===== config.mk =====
export PLATFORM = sky130hd
export DESIGN_NAME = rs_subsystem
export DESIGN_NICKNAME = d
export VERILOG_FILES = /design/src/logic/rs_cfg_pkg.sv /design/src/logic/rs_isa_pkg.sv /design/src/logic/rs_subsystem.sv /design/src/logic/alu_unit.sv /design/src/logic/rs_operand_capture.sv /design/src/logic/rs_payload_store.sv /design/src/logic/rs_control.sv
export SDC_FILE = /design/constraint.sdc
export NUM_CORES = 2
export LEC_CHECK = 0
export ABC_AREA = 0
export BUFFER_PORTS_ARGS = -buffer_cell sky130_fd_sc_hd__buf_2
export CAP_MARGIN = 10
export CORE_ASPECT_RATIO = 0.5
export CORE_UTILIZATION = 55
export CTS_BUF_LIST = sky130_fd_sc_hd__clkbuf_8
export DETAILED_ROUTE_END_ITERATION = 6
export HOLD_SLACK_MARGIN = 0.12
export PLACE_DENSITY = 0.82
export SLEW_MARGIN = 20
export SYNTH_ARGS = -nofsm -noshare
export SYNTH_HDL_FRONTEND = slang
export SYNTH_SLANG_ARGS = --single-unit

===== constraint.sdc =====
create_clock -name clk -period 7.1 [get_ports clk]
set_input_delay 1.065 -clock clk [delete_from_list [all_inputs] [get_ports clk]]
set_output_delay 1.065 -clock clk [all_outputs]
set_load 0.05 [all_outputs]

===== src/logic/rs_cfg_pkg.sv =====
// Reservation station geometry.
// RS_DEPTH must be a power of two, so that an age fits in a slot index.
`default_nettype none

package rs_cfg_pkg;

    localparam int RS_DEPTH  = 8;
    localparam int TAG_WIDTH = 6;

    // Slot indices and ages share this width
    localparam int SLOT_IDX_WIDTH = $clog2(RS_DEPTH);

    typedef logic [TAG_WIDTH-1:0]      tag_t;
    typedef logic [SLOT_IDX_WIDTH-1:0] slot_idx_t;

    // One bit per slot
    typedef logic [RS_DEPTH-1:0] slot_vec_t;

endpackage

`default_nettype wire


===== src/logic/rs_isa_pkg.sv =====
// Operation encoding and data width for the arithmetic functional unit.
// Only register-register integer operations exist. There is no immediate
// form and no instruction word.
`default_nettype none

package rs_isa_pkg;

    // Operands and results share one width
    localparam int DATA_WIDTH = 32;

    typedef logic [DATA_WIDTH-1:0] data_t;

    // The encoding is dense from zero, and codes 6 and 7 are unused
    typedef enum logic [2:0] {
        OP_ADD = 3'd0,
        OP_SUB = 3'd1,
        OP_AND = 3'd2,
        OP_OR  = 3'd3,
        OP_XOR = 3'd4,
        OP_SLT = 3'd5
    } opcode_t;

endpackage

`default_nettype wire

===== src/logic/rs_subsystem.sv =====
// Issue block for one ALU: eight-slot reservation station and a registered
// ALU. No renaming and no CDB arbitration. The CDB is a plain input and the
// result a plain output. A CDB broadcast in the dispatch cycle of its
// consumer is missed.
`timescale 1ns/1ps
`default_nettype none

module rs_subsystem (
    input  logic                clk,
    input  logic                n_rst,
    input  logic                disp_en,
    input  rs_isa_pkg::opcode_t disp_opcode,
    input  rs_cfg_pkg::tag_t    disp_dst_tag,
    input  logic                disp_src_rdy_a,
    input  rs_isa_pkg::data_t   disp_src_a,
    input  rs_cfg_pkg::tag_t    disp_src_tag_a,
    input  logic                disp_src_rdy_b,
    input  rs_isa_pkg::data_t   disp_src_b,
    input  rs_cfg_pkg::tag_t    disp_src_tag_b,
    output logic                disp_stall,
    input  logic                cdb_en,
    input  rs_cfg_pkg::tag_t    cdb_tag,
    input  rs_isa_pkg::data_t   cdb_data,
    input  logic                flush,
    output logic                result_valid,
    output rs_cfg_pkg::tag_t    result_tag,
    output rs_isa_pkg::data_t   result_data,
    input  logic                result_stall
);

    import rs_isa_pkg::*;
    import rs_cfg_pkg::*;

    slot_vec_t   dispatch_sel;
    slot_idx_t   issue_slot;
    logic        issue_valid;
    logic        fu_stall;
    slot_vec_t   src_rdy_a;
    slot_vec_t   src_rdy_b;
    opcode_t     iss_opcode;
    tag_t        iss_dst_tag;
    data_t       iss_src_a;
    data_t       iss_src_b;
    // Element 0 is source A and element 1 is source B
    tag_t [1:0]  src_tag_entries [RS_DEPTH];
    tag_t        src_tags_a [RS_DEPTH];
    tag_t        src_tags_b [RS_DEPTH];

    rs_control control_i (
        .clk          (clk),
        .n_rst        (n_rst),
        .flush        (flush),
        .disp_en      (disp_en),
        .fu_stall     (fu_stall),
        .src_rdy_a    (src_rdy_a),
        .src_rdy_b    (src_rdy_b),
        .disp_stall   (disp_stall),
        .dispatch_sel (dispatch_sel),
        .issue_sel    (),
        .issue_slot   (issue_slot),
        .issue_valid  (issue_valid)
    );

    rs_payload_store #(.payload_t(opcode_t)) opcode_store_i (
        .clk          (clk),
        .dispatch_sel (dispatch_sel),
        .wr_data      (disp_opcode),
        .issue_slot   (issue_slot),
        .rd_data      (iss_opcode),
        .entries      ()
    );

    rs_payload_store #(.payload_t(tag_t)) dst_tag_store_i (
        .clk          (clk),
        .dispatch_sel (dispatch_sel),
        .wr_data      (disp_dst_tag),
        .issue_slot   (issue_slot),
        .rd_data      (iss_dst_tag),
        .entries      ()
    );

    // Source tags are only needed per slot for the CDB compare, so the
    // issue-side read of this store stays open
    rs_payload_store #(.payload_t(tag_t [1:0])) src_tag_store_i (
        .clk          (clk),
        .dispatch_sel (dispatch_sel),
        .wr_data      ({disp_src_tag_b, disp_src_tag_a}),
        .issue_slot   (issue_slot),
        .rd_data      (),
        .entries      (src_tag_entries)
    );

    for (genvar i = 0; i < RS_DEPTH; i++) begin : g_src_tags
        assign src_tags_a[i] = src_tag_entries[i][0];
        assign src_tags_b[i] = src_tag_entries[i][1];
    end

    rs_operand_capture src_a_i (
        .clk          (clk),
        .n_rst        (n_rst),
        .flush        (flush),
        .dispatch_sel (dispatch_sel),
        .disp_rdy     (disp_src_rdy_a),
        .disp_data    (disp_src_a),
        .src_tags     (src_tags_a),
        .cdb_en       (cdb_en),
        .cdb_tag      (cdb_tag),
        .cdb_data     (cdb_data),
        .issue_slot   (issue_slot),
        .rdy          (src_rdy_a),
        .rd_data      (iss_src_a)
    );

    rs_operand_capture src_b_i (
        .clk          (clk),
        .n_rst        (n_rst),
        .flush        (flush),
        .dispatch_sel (dispatch_sel),
        .disp_rdy     (disp_src_rdy_b),
        .disp_data    (disp_src_b),
        .src_tags     (src_tags_b),
        .cdb_en       (cdb_en),
        .cdb_tag      (cdb_tag),
        .cdb_data     (cdb_data),
        .issue_slot   (issue_slot),
        .rdy          (src_rdy_b),
        .rd_data      (iss_src_b)
    );

    alu_unit alu_i (
        .clk          (clk),
        .n_rst        (n_rst),
        .flush        (flush),
        .issue_valid  (issue_valid),
        .opcode       (iss_opcode),
        .src_a        (iss_src_a),
        .src_b        (iss_src_b),
        .dst_tag      (iss_dst_tag),
        .result_stall (result_stall),
        .fu_stall     (fu_stall),
        .result_valid (result_valid),
        .result_tag   (result_tag),
        .result_data  (result_data)
    );

endmodule

`default_nettype wire


===== src/logic/alu_unit.sv =====
// Single-stage ALU with a registered result.
// A result is held while result_stall is high, and fu_stall then blocks
// issue. Unused opcodes give zero.
`timescale 1ns/1ps
`default_nettype none

module alu_unit (
    input  logic                clk,
    input  logic                n_rst,
    input  logic                flush,
    input  logic                issue_valid,
    input  rs_isa_pkg::opcode_t opcode,
    input  rs_isa_pkg::data_t   src_a,
    input  rs_isa_pkg::data_t   src_b,
    input  rs_cfg_pkg::tag_t    dst_tag,
    input  logic                result_stall,
    output logic                fu_stall,
    output logic                result_valid,
    output rs_cfg_pkg::tag_t    result_tag,
    output rs_isa_pkg::data_t   result_data
);

    import rs_isa_pkg::*;

    data_t alu_out;

    always_comb begin
        case (opcode)
            OP_ADD:  alu_out = src_a + src_b;
            OP_SUB:  alu_out = src_a - src_b;
            OP_AND:  alu_out = src_a & src_b;
            OP_OR:   alu_out = src_a | src_b;
            OP_XOR:  alu_out = src_a ^ src_b;
            // Signed compare, zero-extended to a full word
            OP_SLT:  alu_out = data_t'($signed(src_a) < $signed(src_b));
            default: alu_out = '0;
        endcase
    end

    // Blocking only matters while a result is actually waiting
    assign fu_stall = result_valid & result_stall;

    always_ff @(posedge clk or negedge n_rst) begin
        if (!n_rst) begin
            result_valid <= 1'b0;
        end else if (flush) begin
            result_valid <= 1'b0;
        end else if (!fu_stall) begin
            result_valid <= issue_valid;
        end
    end

    // issue_valid is never high under fu_stall, so this load cannot
    // overwrite a held result
    always_ff @(posedge clk) begin
        if (issue_valid) begin
            result_tag  <= dst_tag;
            result_data <= alu_out;
        end
    end

endmodule

`default_nettype wire


===== src/logic/rs_operand_capture.sv =====
// One source operand per slot, with wake-up from the common data bus.
// A broadcast in the same cycle that dispatches its consumer is missed.
// Ready flags say nothing about occupancy, which the controller owns.
`timescale 1ns/1ps
`default_nettype none

module rs_operand_capture (
    input  logic                  clk,
    input  logic                  n_rst,
    input  logic                  flush,
    input  rs_cfg_pkg::slot_vec_t dispatch_sel,
    input  logic                  disp_rdy,
    input  rs_isa_pkg::data_t     disp_data,
    input  rs_cfg_pkg::tag_t      src_tags [rs_cfg_pkg::RS_DEPTH],
    input  logic                  cdb_en,
    input  rs_cfg_pkg::tag_t      cdb_tag,
    input  rs_isa_pkg::data_t     cdb_data,
    input  rs_cfg_pkg::slot_idx_t issue_slot,
    output rs_cfg_pkg::slot_vec_t rdy,
    output rs_isa_pkg::data_t     rd_data
);

    import rs_isa_pkg::*;
    import rs_cfg_pkg::*;

    data_t     value [RS_DEPTH];
    slot_vec_t cdb_hit;

    // Only operands still waiting may match. A ready operand keeps its
    // value even when its stale tag is broadcast again
    always_comb begin
        for (int i = 0; i < RS_DEPTH; i++) begin
            cdb_hit[i] = cdb_en && !rdy[i] && (src_tags[i] == cdb_tag);
        end
    end

    always_ff @(posedge clk or negedge n_rst) begin
        if (!n_rst) begin
            rdy <= '0;
        end else if (flush) begin
            rdy <= '0;
        end else begin
            for (int i = 0; i < RS_DEPTH; i++) begin
                if (dispatch_sel[i]) begin
                    rdy[i] <= disp_rdy;
                end else if (cdb_hit[i]) begin
                    rdy[i] <= 1'b1;
                end
            end
        end
    end

    // Operand values load with their flags but need no reset
    always_ff @(posedge clk) begin
        for (int i = 0; i < RS_DEPTH; i++) begin
            if (dispatch_sel[i]) begin
                value[i] <= disp_data;
            end else if (cdb_hit[i]) begin
                value[i] <= cdb_data;
            end
        end
    end

    assign rd_data = value[issue_slot];

endmodule

`default_nettype wire


===== src/logic/rs_payload_store.sv =====
// Per-slot store for one dispatched field. No reset, since occupancy in the
// controller decides whether a slot's content means anything.
// The read at the issue slot is combinational.
`timescale 1ns/1ps
`default_nettype none

module rs_payload_store #(
    parameter type payload_t = logic
) (
    input  logic                  clk,
    input  rs_cfg_pkg::slot_vec_t dispatch_sel,
    input  payload_t              wr_data,
    input  rs_cfg_pkg::slot_idx_t issue_slot,
    output payload_t              rd_data,
    output payload_t              entries [rs_cfg_pkg::RS_DEPTH]
);

    import rs_cfg_pkg::*;

    // dispatch_sel is already masked by a real dispatch, so at most one
    // slot loads per cycle
    always_ff @(posedge clk) begin
        for (int i = 0; i < RS_DEPTH; i++) begin
            if (dispatch_sel[i]) begin
                entries[i] <= wr_data;
            end
        end
    end

    assign rd_data = entries[issue_slot];

endmodule

`default_nettype wire


===== src/logic/rs_control.sv =====
// Reservation station controller. Holds occupancy and ages and makes the
// issue and dispatch choices. A dispatch in a flush cycle is dropped.
// Ages of empty slots are meaningless and may wrap.
`timescale 1ns/1ps
`default_nettype none

module rs_control (
    input  logic                  clk,
    input  logic                  n_rst,
    input  logic                  flush,
    input  logic                  disp_en,
    input  logic                  fu_stall,
    input  rs_cfg_pkg::slot_vec_t src_rdy_a,
    input  rs_cfg_pkg::slot_vec_t src_rdy_b,
    output logic                  disp_stall,
    output rs_cfg_pkg::slot_vec_t dispatch_sel,
    output rs_cfg_pkg::slot_vec_t issue_sel,
    output rs_cfg_pkg::slot_idx_t issue_slot,
    output logic                  issue_valid
);

    import rs_cfg_pkg::*;

    slot_vec_t empty;
    slot_idx_t age [RS_DEPTH];
    slot_vec_t older [RS_DEPTH];
    slot_vec_t issue_ready;
    slot_vec_t issue_pick;
    slot_vec_t free_pick;
    slot_idx_t issue_age;
    logic      dispatching;
    logic      issuing;

    // Row i of the age matrix marks every slot that slot i is older than.
    // The diagonal is set so that a slot never blocks itself
    always_comb begin
        for (int i = 0; i < RS_DEPTH; i++) begin
            for (int j = 0; j < RS_DEPTH; j++) begin
                older[i][j] = (i == j) || (age[i] > age[j]);
            end
        end
    end

    // A slot may issue once it is occupied and both operands are ready
    assign issue_ready = ~empty & src_rdy_a & src_rdy_b;

    // Comparisons against slots that cannot issue are forced true,
    // which leaves only the oldest ready slot with a full row
    always_comb begin
        for (int i = 0; i < RS_DEPTH; i++) begin
            issue_pick[i] = issue_ready[i] & (&(older[i] | ~issue_ready));
        end
    end

    // Lowest empty slot as a one-hot vector
    assign free_pick  = empty & ~(empty - 1'b1);
    assign disp_stall = ~|empty;

    assign dispatching = disp_en & ~disp_stall & ~flush;
    // An issue in a flush cycle would be discarded by the ALU anyway
    assign issuing     = (|issue_pick) & ~fu_stall & ~flush;

    assign dispatch_sel = free_pick & {RS_DEPTH{dispatching}};
    assign issue_sel    = issue_pick & {RS_DEPTH{issuing}};
    assign issue_valid  = issuing;

    // One-hot to binary. The index stays valid even when nothing issues,
    // so the datapath reads a stable slot
    always_comb begin
        issue_slot = '0;
        for (int i = 0; i < RS_DEPTH; i++) begin
            if (issue_pick[i]) begin
                issue_slot = issue_slot | slot_idx_t'(i);
            end
        end
    end

    assign issue_age = age[issue_slot];

    // Dispatch and issue never touch the same slot, since one picks an
    // empty slot and the other an occupied one
    always_ff @(posedge clk or negedge n_rst) begin
        if (!n_rst) begin
            empty <= '1;
        end else if (flush) begin
            empty <= '1;
        end else begin
            empty <= (empty | issue_sel) & ~dispatch_sel;
        end
    end

    // The new slot starts at age 0.
    // Dispatch alone ages every other slot by one.
    // Issue alone closes the gap above the issued slot.
    // With both, only slots younger than the issued one move up
    always_ff @(posedge clk or negedge n_rst) begin
        if (!n_rst) begin
            for (int i = 0; i < RS_DEPTH; i++) begin
                age[i] <= '0;
            end
        end else begin
            for (int i = 0; i < RS_DEPTH; i++) begin
                if (dispatch_sel[i]) begin
                    age[i] <= '0;
                end else if (dispatching && !issuing) begin
                    age[i] <= age[i] + 1'b1;
                end else if (issuing && !dispatching && (age[i] > issue_age)) begin
                    age[i] <= age[i] - 1'b1;
                end else if (issuing && dispatching && (age[i] < issue_age)) begin
                    age[i] <= age[i] + 1'b1;
                end
            end
        end
    end

endmodule

`default_nettype wire


Yosys cells after proc, flatten, opt, wreduce, memory -nomap -nowiden:

Memories as Yosys holds them, arrays and structs flattened.
Index checks and enable logic that the tools add are counted.
Widths: inputs -> output; s select.

* register bits: 255
* RAM bits: 512
* input port bits: 131
* output and inout port bits: 40
* memories kept: 2

Memory list
* src_a_i.value: depth 8, width 32, read ports 1, clocked after Yosys merged registers in 0, wr ports 8, line rs_operand_capture.sv:26 `data_t value [RS_DEPTH];`
* src_b_i.value: depth 8, width 32, read ports 1, clocked after Yosys merged registers in 0, wr ports 8, line rs_operand_capture.sv:26

* $add $sub $neg: 19
* order comparisons: 74
* equality and inequality tests: 22
* mux-type cells: 166
* bitwise logic cells: 54
* reduce and logical (&&, ||, !) cells: 105

Operators with widths (count)
* $mux 32: 16
* $gt 3x3->1: 64
* $pmux 32 s6: 1
* $mux 3: 40
* $mux 1: 99
* $eq 6x6->1: 16
* $or 8x8->8: 9
* $reduce_and 8->1: 8
* $logic_and 1x1->1: 51
* $and 8x8->8: 6
* $reduce_bool 3->1: 16
* $add 32x32->32: 1
* $and 32x32->32: 1
* $lt 32x32->1: 1
* $not 8->8: 4
* $or 32x32->32: 1
* $reduce_bool 4->1: 8
* $sub 32x32->32: 1
* $xor 32x32->32: 1
* $add 3x1->3 const B: 8
* $lt 3x3->1: 8
* $mux 8: 3
* $sub 3x1->3 const B: 8
* $logic_not 1->1: 19
* other kinds (16): 50

Logic depth before layout (Yosys ltp):

* depth in word-level cells: 24
* mapped depth: 32
* mapped depth without buffers: 28

Hierarchy:

A second synthesis with hierarchy kept.

* cell total of the unflattened synthesis: 3257
* area total of the unflattened synthesis: 45686.3 um^2

Modules (own cells, without submodules)
* rs_operand_capture (src_a_i): instances 1, cells each 778, area each 13910.8 um^2, seq. area each 7887.6 um^2
* rs_operand_capture (src_b_i): instances 1, cells each 778, area each 13814.5 um^2, seq. area each 7887.6 um^2
* alu_unit: instances 1, cells each 814, area each 6322.3 um^2, seq. area each 1166.1 um^2
* rs_control: instances 1, cells each 645, area each 5183.7 um^2, seq. area each 810.8 um^2
* rs_payload_store (src_tag_store_i): instances 1, cells each 139, area each 3688.5 um^2, seq. area each 2882.8 um^2
* rs_payload_store (dst_tag_store_i): instances 1, cells each 69, area each 1843.0 um^2, seq. area each 1441.4 um^2
* rs_payload_store (opcode_store_i): instances 1, cells each 34, area each 923.4 um^2, seq. area each 720.7 um^2

Least setup slack after synthesis:

No wires, ideal clock.

* kind: flip-flop to flip-flop
* start: register control_i.age[1] (netlist name)
* end: register alu_i.result_data[31] (data pin)
* setup time: 0.255 ns
* data arrival time: 6.074 ns
* setup slack: 0.771 ns
* stages on the path, launching flop included: 29
* buffers on the path: 3
* period minus slack after synthesis: 6.329 ns
* cells stage by stage: dfrtp_1 inv_1 ha_1 nor2b_1 o21ai_1 a21oi_1 a2111oi_2 a31oi_2 nand3_2 buf_2 clkbuf_1 buf_1 nand2_1 nand3_1 nand2_1 o21ai_0 inv_1 ha_1 o311a_1 o2111ai_1 nand3b_1 a221oi_2 o21ai_1 a31oi_1 o41a_1 o21bai_1 a2111oi_0 o31ai_1 a31o_1

* word-level cells in the longest chain between the ends: 17
* elaborated cells on any way between the ends: 59
* classes of those cells: add/sub: 2; order compare: 13; eq/ne: 5; mux: 11; bitwise: 18; reduce/logical: 8; memory: 2

RTL lines
* start, declared: line rs_control.sv:25 `slot_idx_t age [RS_DEPTH];`
* start signal, assigned by index: line rs_control.sv:106 `age[i] <= age[i] + 1'b1;`
* start signal, assigned by index: line rs_control.sv:108 `age[i] <= age[i] - 1'b1;`
* start signal, assigned by index: line rs_control.sv:110 `age[i] <= age[i] + 1'b1;`
* $gt 3x3->1: line rs_control.sv:39 `older[i][j] = (i == j) || (age[i] > age[j]);`
* $or 8x8->8: line rs_control.sv:51 `issue_pick[i] = issue_ready[i] & (&(older[i] | ~issue_ready));`
* $reduce_and 8->1: line rs_control.sv:51
* $and 1x1->1: line rs_control.sv:51
* $mux 1: line rs_control.sv:72 `if (issue_pick[i]) begin`
* $mux 2 (2 in series): line rs_control.sv:72
* $mux 3 (3 in series): line rs_control.sv:72
* $mux 3 *: line rs_control.sv:72
* branches (longest 5 deep; another with $mem_v2 8x32)
* $pmux 32 s6 *: line alu_unit.sv:28 `case (opcode)`
* named net alu_i.alu_out[31]: line alu_unit.sv:25 `data_t alu_out;`
* end signal, assigned: line alu_unit.sv:58 `result_data <= alu_out;`
* end, declared: line alu_unit.sv:20 `output rs_isa_pkg::data_t result_data`

Mark *: on every way through the listed nets, which the timed path passes. The select of a mux whose other input is x is not followed.
A chain may end at the register's enable or synchronous reset.

Final worst setup path:

* start: register control_i.age[1] (netlist name)
* end: register alu_i.result_data[0] (data pin)

The elaborated chain is that of the path after synthesis.

==> results.sh <==
export IMPL_timing_rr_end="alu_i.result_data[0]$_DFFE_PP_"
export IMPL_async_flop_share_pct=6.39
export IMPL_drtPass1Iterations=6
export IMPL_tns_ps=0
export IMPL_crit_required_ps=7620
export IMPL_dieHeight_um=203
export IMPL_yosysSeqAreaShare_pct=51.1
export IMPL_fp_coreArea_mm2=0.0799
export IMPL_path_common_cell="buf_4"
export IMPL_critPathArrivalTime_ps=7340
export IMPL_setup_violations=0
export IMPL_synth_edf_count=718
export IMPL_post_dp_hpwl_mm=85.0
export IMPL_start_util_pct=55.9
export IMPL_insertion_delay_ps=810
export IMPL_fillers=6020
export IMPL_synth_xor_area_share_pct=2.43
export IMPL_slew_headroom_pct=16.9
export IMPL_synth_top_family_by_area="simple AND/OR/NAND/NOR gates"
export IMPL_vias=35100
export IMPL_path_clk_slew_ps=80
export IMPL_wirelength_mm=139
export IMPL_clock_skew_ps=38.2
export IMPL_die_x_um=405
export IMPL_hp_class="input pin to async pin"
export IMPL_synth_adder_area_share_pct=6.40
export IMPL_yosys_mux_area_fraction_pct=13.4
export IMPL_drt_iter0_markers=4930
export IMPL_yosysWarnings=0
export IMPL_pin_count=171
export IMPL_cp_end_kind="register"
export IMPL_ff2ff_path_depth=28
export IMPL_critPathLaunchType="register"
export IMPL_layout_common_cells="nand2_1, edfxtp_1, mux2_2"
export IMPL_critical_path_max_stage_delay_ps=460
export IMPL_synth_ff_type="edfxtp_1"
export IMPL_place_congestion=0.964
export IMPL_synth_cell_types=99
export IMPL_synth_compound_area_share_pct=7.63
export IMPL_max_freq_mhz=147
export IMPL_final_common_cell="nand2_1"
export IMPL_yosys_area_share_simple_pct=15.5
export IMPL_status="finished clean"
export IMPL_wl_per_cell_um=25.3
export IMPL_ys_ff_latch=767
export IMPL_hold_viol=0
export IMPL_total_power_mw=11.1
export IMPL_grt_pass1_wl_mm=203
export IMPL_layout_drive_gt1_share_pct=25.5
export IMPL_critPathSlowestCell="o21ai_0"
export IMPL_antenna_found_initial=19
export IMPL_synth_area_per_cell_um2=10.9
export IMPL_grt_pass1_vias=33100
export IMPL_tritoncts="yes"
export IMPL_dieArea_mm2=0.0824
export IMPL_period_minus_slack_ps=6820
export IMPL_grt_overflow=0
export IMPL_portBuffers=170
export IMPL_tightestPinTransition_ps=1240
export IMPL_grt_usage_pct=32.7
export IMPL_maxCapViolations=0
export IMPL_finalNetCount=4655
export IMPL_critPathKind="register to register"
export IMPL_core_rowCount=73
export IMPL_cts_root_buffer="clkbuf_8"
export IMPL_cts_inserted_buffers=108
export IMPL_path_max_fanout=24
export IMPL_ir_worst_vdd_mv=0.144
export IMPL_cts_sinks=767
export IMPL_cts_buffer_depth=3
export IMPL_htreeDepth=3
export IMPL_avgViaCountPerCell=6.39
export IMPL_syn_num_nets=4438
export IMPL_syn_instance_count=4080
export IMPL_netlist_area_mm2=0.0446
export IMPL_synthToLayoutAreaGrowth_pct=11.5
export IMPL_antenna_left=0
export IMPL_drc=0
export IMPL_drv_slew=0
export IMPL_r2r_slack_ps=280
export IMPL_grt_max_degree=96
export IMPL_pwr_density_cell_mw_per_mm2=223
export IMPL_worst_r2r_startpoint="control_i.age[1]$_DFFE_PN0P_"
export IMPL_finalCritPeriodShare_pct=96.0
export IMPL_p_leak_nw=19.2
[registers in the layout, indices dropped and copies added, names as in the netlist]
| register | flops |
|---|---|
| opcode_store_i.entries | 24 |
| src_b_i.rdy | 8 |
| alu_i.result_valid | 1 |
| src_tag_store_i.entries | 96 |
| alu_i.result_tag | 6 |
| src_a_i.rdy | 8 |
| control_i.empty | 8 |
| src_a_i.value | 256 |
| src_b_i.value | 256 |
| alu_i.result_data | 32 |
| control_i.age | 24 |
| dst_tag_store_i.entries | 48 |
[what timing repair did]
item,4_1_cts,5_1_grt
gates resized for setup,8,24
endpoints found under the hold margin,0,0
hold buffers,0,0
cloned,0,3
setup buffers,0,29
pin swaps,1,7
setup endpoints to repair,2,8
[critical path, delay by kind of cell, from the launching register on]
| kind | cells | cell delay, ps |
|---|---|---|
| buffers and inverters | 5 | 1000 |
| and+or+nand+nor | 7 | 1050 |
| DFF | 1 | 430 |
| AOI/OAI and AO/OA | 14 | 3310 |
| adders and majority gates | 2 | 730 |
[where the power goes]
group	leakage, nW	internal, mW	total [mW]	switching (mW)
clock network	1.18	1.58	3.39	1.82
logic	11.0	0.999	2.44	1.44
registers	7.10	5.07	5.25	0.188
total	19.2	7.64	11.1	3.44
[logic make-up after synthesis]
group | count (synthesis)
AO/OA/AOI/OAI | 516
XOR/XNOR | 124
flip-flops | 767
adder cells (fa/ha/maj) | 227
multiplexers | 531
AND/OR/NAND/NOR | 1516
buffers and inverters | 399
[routing by layer]
layer | part of all wire [%] | routed length [um] | global-route usage [%]
met5 | 0.039 | 54 | 0
met2 | 45 | 62900 | 50.4
met4 | 3.8 | 5260 | 13.7
met1 | 38 | 53000 | 44.7
met3 | 13 | 17500 | 7.51
[cells in the mapped netlist (14+ instances only)]
cell type  count  area, um2
nor2b_1       26        163
buf_1         54        203
nand4_1       15       93.8
a21oi_1      127        636
dfrtp_1       41       1030
buf_2         31        155
clkbuf_1     160        601
nor3_1        53        265
buf_4         14        105
a32oi_1       21        184
xor2_1        63        552
nor3b_1       16        120
a211oi_1      22        165
ha_1         225       2820
xnor2_1       61        534
mux2_2       511       5750
o21bai_1      18        135
a21o_1        19        143
nand2_1      750       2820
inv_1        132        495
nand2b_1      22        138
edfxtp_1     718      21600
nor2_1       129        484
nor4_1        18        113
nand3_1      402       2010
o21ai_0      126        631
nand3b_1      16        120
mux2i_1       14        140
o211ai_1      41        308
[cell type report]
type                       instances  area (um2)  area share (%)
inverter                         138         522            1.05
timing repair buffer             365        2500            5.01
multi-input combinational       2917       20600            41.3
clock buffer                     115        1580            3.18
tap                             1087        1360            2.73
clock inverter                    86         442           0.887
sequential                       767       22800            45.8
antenna                           14        35.0          0.0704
[per-stage QoR]
stage,area (um2),util [%],worst slack (ps),hold WS [ps],cells
after floorplan,44600,-,771,512,4080
after global placement,47300,59.2,-45.6,540,5242
after detailed placement,47300,59.2,-198,547,5242
after CTS,49400,61.8,16.5,393,5442
after global routing,49800,62.3,-19.0,462,5488
final,49800,62.3,281,423,5489
[how the worst max path moves through the flow]
stage          cells past startpoint                              end                          start
2_1_floorplan                     28  alu_i.result_data[31]$_DFFE_PP_   control_i.age[1]$_DFFE_PN0P_
3_3_place_gp                      26  alu_i.result_data[31]$_DFFE_PP_  control_i.age[11]$_DFFE_PN0P_
3_5_place_dp                      26  alu_i.result_data[31]$_DFFE_PP_  control_i.age[11]$_DFFE_PN0P_
4_1_cts                           26  alu_i.result_data[31]$_DFFE_PP_   control_i.age[1]$_DFFE_PN0P_
5_1_grt                           26  alu_i.result_data[31]$_DFFE_PP_   control_i.age[8]$_DFFE_PN0P_
6_report                          28   alu_i.result_data[0]$_DFFE_PP_   control_i.age[1]$_DFFE_PN0P_
Power figures use the tool's default switching activity.
